===== src/design/filterPkg.sv =====
`default_nettype none

package filterPkg;

    // Modulator and downsampling geometry
    localparam int M = 2;
    localparam int DSR = 4;
    localparam int WORD_BITS = M * DSR;
    localparam int LOOKAHEAD = 16;
    localparam int HIST_WORDS = LOOKAHEAD / DSR;
    localparam int AHEAD_BITS = M * LOOKAHEAD;

    // Input bits handled by one LUT
    localparam int LUT_SIZE = 4;

    // Fixed-point widths
    localparam int COEF_WIDTH = 16;
    localparam int AHEAD_SUM_WIDTH = 22;
    localparam int BACK_SUM_WIDTH = 19;
    localparam int STATE_WIDTH = 24;
    localparam int OUT_WIDTH = 12;
    localparam int OUT_SHIFT = 8;

    // One-pole feedback, 0.75 with 15 fraction bits
    localparam logic signed [COEF_WIDTH-1:0] POLE_COEF = 16'sd24576;
    localparam int POLE_SHIFT = 15;

    // Lookahead taps, bit pairs per sample (LSB weight, then MSB weight)
    localparam logic signed [COEF_WIDTH-1:0] aheadCoef [AHEAD_BITS] = '{
        -16'sd360,  -16'sd720,   16'sd1020,  16'sd2040,
         16'sd2160,  16'sd4320,  16'sd3750,  16'sd7500,
         16'sd5700,  16'sd11400, 16'sd7800,  16'sd15600,
         16'sd9600,  16'sd19200, 16'sd10650, 16'sd21300,
         16'sd10650, 16'sd21300, 16'sd9600,  16'sd19200,
         16'sd7800,  16'sd15600, 16'sd5700,  16'sd11400,
         16'sd3750,  16'sd7500,  16'sd2160,  16'sd4320,
         16'sd1020,  16'sd2040, -16'sd360,  -16'sd720
    };

    // Lookback taps over the oldest word
    localparam logic signed [COEF_WIDTH-1:0] backCoef [WORD_BITS] = '{
        16'sd3000, 16'sd6000, 16'sd5000, 16'sd10000,
        16'sd7000, 16'sd14000, 16'sd9000, 16'sd18000
    };

    // Path latencies in clkDS cycles
    localparam int AHEAD_LATENCY = 4;
    localparam int BACK_LATENCY = 3;
    localparam int ALIGN_DELAY = AHEAD_LATENCY - BACK_LATENCY;

    typedef struct packed {
        logic valid;
        // Oldest sample sits in the lowest bits
        logic [AHEAD_BITS-1:0] window;
        logic [WORD_BITS-1:0] backWord;
    } historyT;

    typedef struct packed {
        logic valid;
        logic signed [AHEAD_SUM_WIDTH-1:0] sum;
    } aheadResultT;

    typedef struct packed {
        logic valid;
        logic signed [STATE_WIDTH-1:0] state;
    } backResultT;

    typedef struct packed {
        logic outValid;
        logic [OUT_WIDTH-1:0] out;
    } filterOutT;

endpackage

`default_nettype wire


===== src/design/sampleHistory.sv =====
`default_nettype none

module sampleHistory (
    input  logic                           clkDS,
    input  logic                           rstN,
    input  logic                           sampleValid,
    input  logic [filterPkg::WORD_BITS-1:0] sampleWord,
    output filterPkg::historyT             histOut
);
    import filterPkg::*;

    localparam int FILL_WIDTH = $clog2(HIST_WORDS + 1);

    // Entry 0 holds the newest word
    logic [WORD_BITS-1:0] words [HIST_WORDS];
    logic [FILL_WIDTH-1:0] fillCount;
    logic histValid;
    logic [AHEAD_BITS-1:0] window;

    // Word storage shifts only on accepted words
    always_ff @(posedge clkDS) begin
        if (sampleValid) begin
            words[0] <= sampleWord;
            for (int i = 1; i < HIST_WORDS; i++) begin
                words[i] <= words[i-1];
            end
        end
    end

    // Fill tracking, saturates once the window is complete
    always_ff @(posedge clkDS or negedge rstN) begin
        if (!rstN) begin
            fillCount <= '0;
            histValid <= 1'b0;
        end else begin
            // The current word counts toward the fill
            histValid <= sampleValid && (fillCount >= FILL_WIDTH'(HIST_WORDS - 1));
            if (sampleValid && (fillCount != FILL_WIDTH'(HIST_WORDS))) begin
                fillCount <= fillCount + 1'b1;
            end
        end
    end

    // Oldest word goes to the lowest window bits
    always_comb begin
        for (int i = 0; i < HIST_WORDS; i++) begin
            window[WORD_BITS*i +: WORD_BITS] = words[HIST_WORDS-1-i];
        end
    end

    // Lookback path works on the oldest word
    assign histOut = '{
        valid:    histValid,
        window:   window,
        backWord: words[HIST_WORDS-1]
    };

endmodule

`default_nettype wire


===== src/design/lutDotProduct.sv =====
`default_nettype none

module lutDotProduct #(
    parameter int NBITS = 8,
    parameter int SUM_WIDTH = 19,
    parameter logic signed [filterPkg::COEF_WIDTH-1:0] COEFS [NBITS] = '{default: '0}
) (
    input  logic                        clkDS,
    input  logic                        rstN,
    input  logic                        selValid,
    input  logic [NBITS-1:0]            sel,
    output logic                        sumValid,
    output logic signed [SUM_WIDTH-1:0] sum
);
    import filterPkg::*;

    localparam int NGROUPS = (NBITS + LUT_SIZE - 1) / LUT_SIZE;
    localparam int LUT_ENTRIES = 2 ** LUT_SIZE;
    localparam int LEVELS = $clog2(NGROUPS);
    localparam int TREE_WIDTH = 2 ** LEVELS;

    // Sum of coefficients for the set bits of one pattern
    function automatic logic signed [SUM_WIDTH-1:0] groupSum(input int group, input int pattern);
        logic signed [SUM_WIDTH-1:0] acc;
        int idx;
        acc = '0;
        for (int b = 0; b < LUT_SIZE; b++) begin
            idx = group * LUT_SIZE + b;
            if (pattern[b] && (idx < NBITS)) begin
                acc = acc + COEFS[idx];
            end
        end
        return acc;
    endfunction

    logic [NGROUPS*LUT_SIZE-1:0] selPad;
    logic signed [SUM_WIDTH-1:0] lutRom [NGROUPS][LUT_ENTRIES];
    logic signed [SUM_WIDTH-1:0] lutOut [TREE_WIDTH];
    logic signed [SUM_WIDTH-1:0] tree [LEVELS+1][TREE_WIDTH];
    logic [LEVELS:0] validPipe;

    // Zero-fill a partial last group
    assign selPad = (NGROUPS * LUT_SIZE)'(sel);

    // Constant tables, one per group
    for (genvar g = 0; g < NGROUPS; g++) begin : g_group
        for (genvar p = 0; p < LUT_ENTRIES; p++) begin : g_entry
            assign lutRom[g][p] = groupSum(g, p);
        end
        assign lutOut[g] = lutRom[g][selPad[g*LUT_SIZE +: LUT_SIZE]];
    end

    // Unused leaves of the tree add nothing
    for (genvar g = NGROUPS; g < TREE_WIDTH; g++) begin : g_pad
        assign lutOut[g] = '0;
    end

    // LUT register followed by one register per adder level
    always_ff @(posedge clkDS) begin
        for (int g = 0; g < TREE_WIDTH; g++) begin
            tree[0][g] <= lutOut[g];
        end
        for (int l = 0; l < LEVELS; l++) begin
            for (int n = 0; n < (TREE_WIDTH >> (l + 1)); n++) begin
                tree[l+1][n] <= tree[l][2*n] + tree[l][2*n+1];
            end
        end
    end

    // Valid bit tracks the data stage by stage
    always_ff @(posedge clkDS or negedge rstN) begin
        if (!rstN) begin
            validPipe <= '0;
        end else begin
            validPipe[0] <= selValid;
            for (int l = 0; l < LEVELS; l++) begin
                validPipe[l+1] <= validPipe[l];
            end
        end
    end

    assign sum = tree[LEVELS][0];
    assign sumValid = validPipe[LEVELS];

endmodule

`default_nettype wire


===== src/design/lookbackRecursion.sv =====
`default_nettype none

module lookbackRecursion (
    input  logic                                     clkDS,
    input  logic                                     rstN,
    input  logic                                     termValid,
    input  logic signed [filterPkg::BACK_SUM_WIDTH-1:0] term,
    output filterPkg::backResultT                    backOut
);
    import filterPkg::*;

    logic signed [STATE_WIDTH-1:0] state;
    logic signed [STATE_WIDTH+COEF_WIDTH-1:0] product;
    logic signed [STATE_WIDTH-1:0] decayed;
    logic signed [STATE_WIDTH-1:0] nextState;
    logic stateValid;

    // Pole multiply, then drop the fraction bits
    assign product = state * POLE_COEF;
    assign decayed = product[POLE_SHIFT +: STATE_WIDTH];

    // Term is sign-extended to the state width
    assign nextState = decayed + term;

    always_ff @(posedge clkDS or negedge rstN) begin
        if (!rstN) begin
            state <= '0;
            stateValid <= 1'b0;
        end else begin
            stateValid <= termValid;
            // State holds between accepted words
            if (termValid) begin
                state <= nextState;
            end
        end
    end

    assign backOut = '{valid: stateValid, state: state};

endmodule

`default_nettype wire


===== src/design/outputCombiner.sv =====
`default_nettype none

module outputCombiner (
    input  logic                   clkDS,
    input  logic                   rstN,
    input  filterPkg::aheadResultT aheadIn,
    input  filterPkg::backResultT  backIn,
    output filterPkg::filterOutT   filterOut
);
    import filterPkg::*;

    localparam int FULL_WIDTH =
        ((AHEAD_SUM_WIDTH > STATE_WIDTH) ? AHEAD_SUM_WIDTH : STATE_WIDTH) + 1;
    localparam logic signed [FULL_WIDTH-1:0] SAT_HI = (2 ** (OUT_WIDTH - 1)) - 1;
    localparam logic signed [FULL_WIDTH-1:0] SAT_LO = -(2 ** (OUT_WIDTH - 1));

    logic [ALIGN_DELAY-1:0] validDelay;
    logic signed [STATE_WIDTH-1:0] stateDelay [ALIGN_DELAY];
    backResultT backAligned;
    logic signed [FULL_WIDTH-1:0] sumFull;
    logic signed [FULL_WIDTH-1:0] sumShifted;
    logic signed [OUT_WIDTH-1:0] saturated;

    // Lookback path is shorter, hold it back to match
    always_ff @(posedge clkDS or negedge rstN) begin
        if (!rstN) begin
            validDelay <= '0;
        end else begin
            validDelay[0] <= backIn.valid;
            for (int i = 1; i < ALIGN_DELAY; i++) begin
                validDelay[i] <= validDelay[i-1];
            end
        end
    end

    always_ff @(posedge clkDS) begin
        stateDelay[0] <= backIn.state;
        for (int i = 1; i < ALIGN_DELAY; i++) begin
            stateDelay[i] <= stateDelay[i-1];
        end
    end

    assign backAligned = '{valid: validDelay[ALIGN_DELAY-1], state: stateDelay[ALIGN_DELAY-1]};

    assign sumFull = aheadIn.sum + backAligned.state;
    assign sumShifted = sumFull >>> OUT_SHIFT;

    // Clamp to the signed output range
    always_comb begin
        if (sumShifted > SAT_HI) begin
            saturated = SAT_HI[OUT_WIDTH-1:0];
        end else if (sumShifted < SAT_LO) begin
            saturated = SAT_LO[OUT_WIDTH-1:0];
        end else begin
            saturated = sumShifted[OUT_WIDTH-1:0];
        end
    end

    // Flipping the sign bit gives offset binary
    always_ff @(posedge clkDS or negedge rstN) begin
        if (!rstN) begin
            filterOut <= '0;
        end else begin
            filterOut.outValid <= aheadIn.valid;
            filterOut.out <= {~saturated[OUT_WIDTH-1], saturated[OUT_WIDTH-2:0]};
        end
    end

endmodule

`default_nettype wire


===== src/design/hybridFilterTop.sv =====
`default_nettype none

module hybridFilterTop (
    input  logic                            clkDS,
    input  logic                            rstN,
    input  logic                            sampleValid,
    input  logic [filterPkg::WORD_BITS-1:0] sampleWord,
    output logic                            outValid,
    output logic [filterPkg::OUT_WIDTH-1:0] out
);
    import filterPkg::*;

    historyT histOut;
    aheadResultT aheadResult;
    logic backSumValid;
    logic signed [BACK_SUM_WIDTH-1:0] backSum;
    backResultT backResult;
    filterOutT filterOut;

    // Word history, window and lookback word
    sampleHistory i_history (
        .clkDS       (clkDS),
        .rstN        (rstN),
        .sampleValid (sampleValid),
        .sampleWord  (sampleWord),
        .histOut     (histOut)
    );

    // Lookahead FIR term over the full window
    lutDotProduct #(
        .NBITS     (AHEAD_BITS),
        .SUM_WIDTH (AHEAD_SUM_WIDTH),
        .COEFS     (aheadCoef)
    ) i_aheadDot (
        .clkDS    (clkDS),
        .rstN     (rstN),
        .selValid (histOut.valid),
        .sel      (histOut.window),
        .sumValid (aheadResult.valid),
        .sum      (aheadResult.sum)
    );

    // Lookback input term from the oldest word
    lutDotProduct #(
        .NBITS     (WORD_BITS),
        .SUM_WIDTH (BACK_SUM_WIDTH),
        .COEFS     (backCoef)
    ) i_backDot (
        .clkDS    (clkDS),
        .rstN     (rstN),
        .selValid (histOut.valid),
        .sel      (histOut.backWord),
        .sumValid (backSumValid),
        .sum      (backSum)
    );

    // IIR part
    lookbackRecursion i_recursion (
        .clkDS     (clkDS),
        .rstN      (rstN),
        .termValid (backSumValid),
        .term      (backSum),
        .backOut   (backResult)
    );

    outputCombiner i_combiner (
        .clkDS     (clkDS),
        .rstN      (rstN),
        .aheadIn   (aheadResult),
        .backIn    (backResult),
        .filterOut (filterOut)
    );

    assign outValid = filterOut.outValid;
    assign out = filterOut.out;

endmodule

`default_nettype wire


===== config.mk =====
export PLATFORM = sky130hd
export DESIGN_NAME = hybridFilterTop
export DESIGN_NICKNAME = d
export VERILOG_FILES = /design/src/design/filterPkg.sv /design/src/design/sampleHistory.sv /design/src/design/lutDotProduct.sv /design/src/design/lookbackRecursion.sv /design/src/design/outputCombiner.sv /design/src/design/hybridFilterTop.sv
export SDC_FILE = /design/constraint.sdc
export NUM_CORES = 1
export LEC_CHECK = 0
export ABC_CLOCK_PERIOD_IN_PS = 10300
export BUFFER_PORTS_ARGS = -buffer_cell sky130_fd_sc_hd__buf_2
export CORE_ASPECT_RATIO = 0.9
export CORE_MARGIN = 2
export CORE_UTILIZATION = 30
export DETAILED_ROUTE_END_ITERATION = 8
export GPL_ROUTABILITY_DRIVEN = 0
export PLACE_DENSITY = 0.49
export SLEW_MARGIN = 5
export SYNTH_ARGS = -nofsm -noshare
export SYNTH_HDL_FRONTEND = slang
export SYNTH_HIERARCHICAL = 1
export SYNTH_SLANG_ARGS = --single-unit

===== constraint.sdc =====
create_clock -name clkDS -period 10.3 [get_ports clkDS]
set_input_delay 3.09 -clock clkDS [delete_from_list [all_inputs] [get_ports clkDS]]
set_output_delay 3.09 -clock clkDS [all_outputs]
set_load 0.02 [all_outputs]

==> results of run 1 <==
## stage by stage
stage | cells | hold WS (ns) | cell area, um^2 | setup slack [ns] | util
after global routing | 3128 | 0.334 | 23500 | 5.02 | 0.336
after floorplan | 2156 | 0.310 | 21200 | 6.02 | -
after global placement | 3052 | 0.311 | 22100 | 5.55 | 0.316
final | 3128 | 0.325 | 23500 | 5.40 | 0.336
after detailed placement | 3052 | 0.312 | 22100 | 5.51 | 0.316
after CTS | 3128 | 0.326 | 23500 | 5.47 | 0.336
## registers in the layout (all words and copies together), names as in the netlist
name,count
i_combiner/filterOut,13
i_history/histValid,1
i_aheadDot/validPipe,4
i_backDot/tree,39
i_history/fillCount,3
i_aheadDot/tree,241
i_combiner/stateDelay,24
i_recursion/state,24
i_history/words,32
i_backDot/validPipe,2
## worst paths after layout
path                                             startpoint                                  to  slack [ns]  cells past startpoint
max in group asynchronous                              rstN    i_recursion/state[4]$_DFFE_PN0P_        7.20                      2
min                          i_aheadDot/tree[0][23]$_DFF_P_      i_aheadDot/tree[1][89]$_DFF_P_        0.33                      0
min reg2reg                  i_aheadDot/tree[0][23]$_DFF_P_      i_aheadDot/tree[1][89]$_DFF_P_        0.33                      0
min in group asynchronous                              rstN  i_combiner/filterOut[11]$_DFF_PN0_        2.63                      2
max reg2reg                i_recursion/state[2]$_DFFE_PN0P_   i_recursion/state[23]$_DFFE_PN0P_        5.40                     21
max                        i_recursion/state[2]$_DFFE_PN0P_   i_recursion/state[23]$_DFFE_PN0P_        5.40                     21
## worst max-delay path, stage by stage (launching register included)
cell	delay (ns)
dfrtp_1	0.41
ha_1	0.29
ha_1	0.18
inv_1	0.06
fa_1	0.40
nor2b_1	0.13
o21ai_1	0.08
a21oi_1	0.25
a21oi_1	0.14
a31oi_1	0.39
a21o_1	0.19
a21oi_1	0.07
xnor2_1	0.14
ha_1	0.36
nand2_1	0.09
or3_1	0.39
a211oi_1	0.32
a211oi_2	0.14
o21ai_1	0.18
xor2_1	0.21
mux2i_1	0.24
xnor2_1	0.13
## final cells by class
cell class	instances	area, um^2
sequential	383	8220
tap	940	1180
clock inverter	20	184
inverter	98	368
timing repair buffer	28	153
clock buffer	56	1200
fill	7182	46500
multi-input combinational	1603	12200
## metal layers
metal  vias up  global-route usage  routed length [um]
met3        55              0.0207                1660
met5         -                   0                   0
met1      6856               0.177               23700
li1       7688                   -                   -
met4         0              0.0351                 896
met2       199               0.193               19400
==> flow_summary.toml, run 1 <==
[timing]
finalSetupViolCount = 0
slew_violations = 0
rsz0062_at_grt = "false"
post-route-min-period_ns = 4.90
hold_violations = 0
tightest_slew_ns = 1.04
period_share = 0.475
tns_ns = 0
clock_skew_ns = 0.0317
slew_headroom = 0.304
fmax_ghz = 0.204

[clock_tree]
clkTransAtPathRegs_ns = 0.06
h-tree-depth = 2
cts_num_sinks = 383
clock_latency_ns = 0.58
cts_tree = "built"
clockBufferDepth = 3
post_cts_buffers = 0
post_cts_resized = 0
hold_buffers = 0
cts-root-buf = "clkbuf_16"
cts_buffers = 41

[detailed_routing]
drc_errors = 0
drt_wl_total_mm = 45.7
drt_pass1_iterations = 5
first_iter_violations = 820
num_vias = 14800
wl_per_cell_um = 14.6
via_per_inst = 4.73
drtAntennaViolNets = 0

[synth]
synth_area_mm2 = 0.0212
yosys_warnings = 6
syn-instance-count = 2152
syn_area_per_cell_um2 = 9.85

[die]
core_area_mm2 = 0.0700
start_util = 0.303
boundaryPins = 24
rows = 92
die_area_mm2 = 0.0728
die-width_um = 284
dieHeight_um = 256

[setup_path]
worstPathRequired_ns = 10.78
critical_path_arrival_ns = 5.38
endpoint_kind = "flip-flop"
crit_type = "flip-flop to flip-flop"
cp_max_fo = 5
start_kind = "flip-flop"

[global_routing]
grt.total_usage = 0.124
overflow = 0
grt_start_max_net_pins = 48
grt_pass1_wl_mm = 74.5
antenna_found_initial = 1
grt_pass1_vias = 14300

[final_layout]
mostFrequentLayoutCells = "304 x dfxtp_1, 287 x ha_1, 193 x a21oi_1, 142 x nor2_1, 136 x xnor2_1"
drive_gt1_frac = 0.0809
final_common_cell = "dfxtp_1"
fin_nets = 2463
n_antenna_cell = 0
syn_to_final_growth_pct = 11.0

[run_status]
outcome = "completed"

[placement]
dp_hpwl_mm = 35.3
port_buffers = 23

[job]
drv_cap = 0

[min_path]
hold_class = "flip-flop to flip-flop"
Power of run 1 is left out: the tool's default activity adds up to more than one toggle a clock period on the data nets, which glitch-free logic cannot reach.
==> run 2: changes to the inputs <==
ABC_AREA = 1   (was unset)
ABC_CLOCK_PERIOD_IN_PS = 5000   (was 10300)
clock period = 5 ns   (was 10.3 ns; I/O delays follow)
==> run 2 against run 1 <==
  * Routed wire length rose by 27%
  * Fmax grew 29%
  * Global-route usage increased by 1.8 points
  * Non-clock buffer count decreased by 3
  * Clock-buffer cell count up 5
  * Synthesized area is 12% higher
  * Critical path type unchanged
  * Critical endpoint is now i_recursion/state[14]$_DFFE_PN0P_
==> flow_summary.toml, run 2 <==
[setup_path]
path_delay_family = "adder cells"
crit_type = "flip-flop to flip-flop"
start_kind = "flip-flop"
r2r_end = "i_recursion/state[14]$_DFFE_PN0P_"
ff2ff_setup_slack_ns = 1.21
cp_num_buf_inv = 3
path_cells = "ha_1, ha_1, inv_1, fa_1, inv_1, nand3_1, nand2_1, a21oi_1, o21ai_2, xor2_1, ha_1, nand2_1, o21ai_0, inv_1, nand3_1, or2_1, nand3_1, nand2_1"
cp_max_fo = 7
slowest_stage = "dfrtp_1"
worstRegToRegCells = 18
critical_path_arrival_ns = 4.24
critical_path.max_stage_delay_ns = 0.41
reg2reg_from = "i_recursion/state[1]$_DFFE_PN0P_"
worstPathRequired_ns = 5.45
endpoint_kind = "flip-flop"

[run_status]
outcome = "completed"

[global_routing]
gr-usage-met3 = 0.0215
grt_pass1_vias = 18100
grt_pass1_wl_mm = 94.4
grt_start_max_net_pins = 34
top_usage_layer = "met1"
grtUsageMet1 = 0.214
met2_usage = 0.211
antenna_found_initial = 0
overflow = 0
grt.total_usage = 0.143

[timing]
hold_violations = 0
rsz0062_at_grt = "false"
slew_violations = 0
finalSetupViolCount = 0
post-route-min-period_ns = 3.79
period_share = 0.758
slew_headroom = 0.291
tightest_slew_ns = 1.06
clock_skew_ns = 0.0317
tns_ns = 0
holdWs_ns = 0.324
fmax_ghz = 0.264

[final_layout]
fill_cells = 8377
regMostFlops = "i_aheadDot/tree"
n_antenna_cell = 0
final_cells = 4306
multi_input_area_mm2 = 0.0136
fin_nets = 3539
largestRegisters = "i_aheadDot/tree (241), i_backDot/tree (39), i_history/words (32)"
final_common_cell = "nand2_1"
mostFrequentLayoutCells = "981 x nand2_1, 383 x inv_1, 304 x dfxtp_1, 287 x ha_1, 242 x nor2_1"
seqCellArea_mm2 = 0.00822
syn_to_final_growth_pct = 11.1
drive_gt1_frac = 0.0683
utilization = 0.338
largest_reg_flops = 241

[detailed_routing]
via_per_inst = 4.47
wl_per_cell_um = 13.5
drt_wl_total_mm = 58.0
first_iter_violations = 1227
num_vias = 19200
drc_errors = 0
drt_pass1_iterations = 5
drtAntennaViolNets = 0

[die]
die-width_um = 300
rows = 97
start_util = 0.304
dieHeight_um = 271
core_area_mm2 = 0.0780
die_area_mm2 = 0.0814
boundaryPins = 24

[synth]
syn_area_per_cell_um2 = 7.39
synth_area_mm2 = 0.0237
yosys_warnings = 6
syn-instance-count = 3209

[clock_tree]
cts-root-buf = "clkbuf_16"
hold_buffers = 0
h-tree-depth = 2
post_cts_buffers = 0
clkTransAtPathRegs_ns = 0.06
clock_latency_ns = 0.59
post_cts_resized = 0
clockBufferDepth = 3
cts_buffers = 44
cts_num_sinks = 383
cts_tree = "built"

[placement]
placedCellCount = 4224
dp_hpwl_mm = 47.2
port_buffers = 23

[job]
drv_cap = 0

[min_path]
min-delay-start = "i_aheadDot/tree[0][133]$_DFF_P_"
min_delay_path_depth = 0
hold_class = "flip-flop to flip-flop"
min_to = "i_aheadDot/tree[1][155]$_DFF_P_"
-- run 2: routing by layer --
layer / share of wire / vias up
met2: 0.40 / 311
met3: 0.041 / 75
li1: - / 10300
met5: 0 / -
met4: 0.022 / 0
met1: 0.54 / 8498
-- run 2: area by class of cell --
class                           instances  share of cell area
Timing Repair Buffer                   25             0.00494
Clock buffer                           61              0.0489
Inverter                              409              0.0583
Multi-Input combinational cell       2368               0.517
Sequential cell                       383               0.312
Tap cell                             1039              0.0493
Clock inverter                         21             0.00978
-- run 2: metrics by stage --
stage          setup slack, ns  instance area (um^2)
2_1_floorplan             1.85                 23700
3_3_place_gp              1.17                 24800
3_5_place_dp              1.25                 24800
4_1_cts                   1.20                 26400
5_1_grt                  0.874                 26400
6_report                  1.21                 26400
-- run 2: how the worst max path moves through the flow --
stage | startpoint | endpoint | slack, ns | depth (start not counted)
global route | i_recursion/state[1]$_DFFE_PN0P_ | i_recursion/state[22]$_DFFE_PN0P_ | 0.87 | 22
floorplan | i_recursion/state[2]$_DFFE_PN0P_ | i_recursion/state[22]$_DFFE_PN0P_ | 1.85 | 22
CTS | i_recursion/state[1]$_DFFE_PN0P_ | i_recursion/state[15]$_DFFE_PN0P_ | 1.20 | 18
global placement | i_recursion/state[2]$_DFFE_PN0P_ | i_recursion/state[15]$_DFFE_PN0P_ | 1.17 | 18
detailed placement | i_recursion/state[1]$_DFFE_PN0P_ | i_recursion/state[15]$_DFFE_PN0P_ | 1.25 | 18
finish | i_recursion/state[1]$_DFFE_PN0P_ | i_recursion/state[14]$_DFFE_PN0P_ | 1.21 | 18
Power of run 2 is left out for the same reason.
==> run 3: changes to the inputs <==
ABC_CLOCK_PERIOD_IN_PS = 3180   (was 5000)
PLACE_DENSITY = 0.5   (was 0.49)
clock period = 3.18 ns   (was 5 ns; I/O delays follow)
==> run 3 against run 2 <==
  * Routed wire length increased by 5.4%
  * Die area unchanged
  * Design area increased by 10%
  * The flow now finishes with violations (negative setup slack)
  * Non-clock buffer count increased by 166
  * Utilization increased by 3.4 points
  * Critical path type unchanged
  * Register-to-register slack got worse by 1.2 ns
  * Worst hold slack improved by 0.0025 ns
  * Setup slack got worse by 1.2 ns
  * Clock-buffer cell count increased by 2
  * Final cell count increased by 3.9%
  * Critical endpoint is now i_recursion/state[23]$_DFFE_PN0P_
==> flow_summary.toml, run 3 (synthesis results as in run 2) <==
[clock_tree]
cts_tree = "built"
clockBufferDepth = 3
cts_buffers = 44
cts_num_sinks = 383
hold_buffers = 0
h-tree-depth = 2
clock_latency_ns = 0.60
clkTransAtPathRegs_ns = 0.06
cts-root-buf = "clkbuf_16"

[die]
boundaryPins = 24
die_area_mm2 = 0.0814
dieHeight_um = 271
core_area_mm2 = 0.0780
rows = 97
start_util = 0.304
die-width_um = 300

[setup_path]
cp_max_fo = 5
path_cells = "ha_4, ha_4, nand2_2, nor2_1, nor2_2, o21bai_1, o21bai_1, xor2_1, ha_2, a21oi_2, nand3_4, nand2_2, nand3_2, inv_2, nand2_2, nand3_2, nand2_1"
endpoint_kind = "flip-flop"
slowest_stage = "dfrtp_2"
start_kind = "flip-flop"
crit_type = "flip-flop to flip-flop"
critical_path_arrival_ns = 3.67
critical_path.max_stage_delay_ns = 0.45
worstPathRequired_ns = 3.64
crit_path_frequent_cell = "nand2_2"
reg2reg_from = "i_recursion/state[10]$_DFFE_PN0P_"
startpoint = "i_recursion/state[10]$_DFFE_PN0P_"
ff2ff_setup_slack_ns = -0.03

[final_layout]
regMostFlops = "i_aheadDot/tree"
largestRegisters = "i_aheadDot/tree (241), i_backDot/tree (39), i_history/words (32)"
design_area_mm2 = 0.0290
syn_to_final_growth_pct = 22.4
fin_nets = 3705
largest_reg_flops = 241
drive_gt1_frac = 0.180
mostFrequentLayoutCells = "931 x nand2_1, 375 x inv_1, 304 x dfxtp_1, 240 x ha_1, 216 x nor2_1"
final_common_cell = "nand2_1"
fill_cells = 8085

[detailed_routing]
drt_wl_total_mm = 61.2
first_iter_violations = 1121
drtAntennaViolNets = 0
wl_per_cell_um = 13.7
num_vias = 20100
drt_pass1_iterations = 5
drc_errors = 0
via_per_inst = 4.49

[placement]
placed_area_mm2 = 0.0258
dp_hpwl_mm = 48.3
port_buffers = 23

[min_path]
hold_class = "flip-flop to flip-flop"
min-delay-start = "i_aheadDot/tree[0][133]$_DFF_P_"

[global_routing]
grt_start_max_net_pins = 38
grt_pass1_wl_mm = 100
grt_pass1_vias = 19300
grt.total_usage = 0.150
antenna_found_initial = 1
overflow = 0

[timing]
rsz0062_at_grt = "true"
fmax_ghz = 0.312
slew_headroom = 0.451
slew_violations = 0
setup_slack_ns = -0.0283
clock_skew_ns = 0.0369
period_share = 1.01
hold_violations = 0
post-route-min-period_ns = 3.21
tightest_slew_ns = 0.823
finalSetupViolCount = 4

[run_status]
violations = "negative setup slack"
outcome = "finished, violations left"

[job]
drv_cap = 0
-- run 3: cell type report --
type                            instances  area (um^2)  share of cell area
Multi-Input combinational cell       2368        15100               0.519
Tap cell                             1039         1300              0.0448
Sequential cell                       383         8240               0.284
Clock buffer                           63         1280              0.0442
Antenna cell                            1         2.50           0.0000862
Inverter                              409         1540              0.0529
Clock inverter                         19          205             0.00707
Timing Repair Buffer                  191         1410              0.0486
-- run 3: worst max-delay path: cells and delay by family (launching register included) --
family | cells | cell delay [ns]
XOR/XNOR | 1 | 0.25
adder cells (fa/ha/maj) | 3 | 0.91
flip-flops | 1 | 0.45
AND/OR/NAND/NOR | 9 | 0.80
buffers and inverters | 1 | 0.07
AO/OA/AOI/OAI | 3 | 0.61
-- run 3: path summary, 6_finish.rpt --
path,to,depth (start not counted)
min reg2reg,i_aheadDot/tree[1][155]$_DFF_P_,0
min in group asynchronous,i_recursion/state[13]$_DFFE_PN0P_,2
min,i_aheadDot/tree[1][155]$_DFF_P_,0
max,i_recursion/state[23]$_DFFE_PN0P_,17
max reg2reg,i_recursion/state[23]$_DFFE_PN0P_,17
max in group asynchronous,i_recursion/state[7]$_DFFE_PN0P_,2
-- run 3: routing by layer --
| metal | routed length, um | share of wire | track usage |
|---|---|---|---|
| met5 | 0 | 0 | 0 |
| met4 | 1030 | 0.017 | 0.0341 |
| met3 | 2470 | 0.040 | 0.0189 |
| met2 | 25400 | 0.42 | 0.228 |
| met1 | 32300 | 0.53 | 0.225 |
-- run 3: through the flow --
stage / hold slack, ns / util / TNS (ns) / cells / worst slack (ns)
finish: 0.326 / 0.372 / -0.0630 / 4473 / -0.0283
global route: 0.330 / 0.372 / -2.06 / 4472 / -0.192
CTS: 0.322 / 0.360 / -0.351 / 4458 / -0.0616
detailed placement: 0.312 / 0.331 / -3.06 / 4356 / -0.265
global placement: 0.312 / 0.331 / -3.03 / 4356 / -0.285
floorplan: 0.310 / - / 0 / 3213 / 0.0264
-- run 3: repair_timing --
action | 4_1_cts | 5_1_grt
setup endpoints to repair | 18 | 19
pin swaps | 45 | 91
setup buffers | 20 | 14
endpoints found under the hold margin | 0 | 0
resized for setup | 128 | 169
Power of run 3 is left out for the same reason.
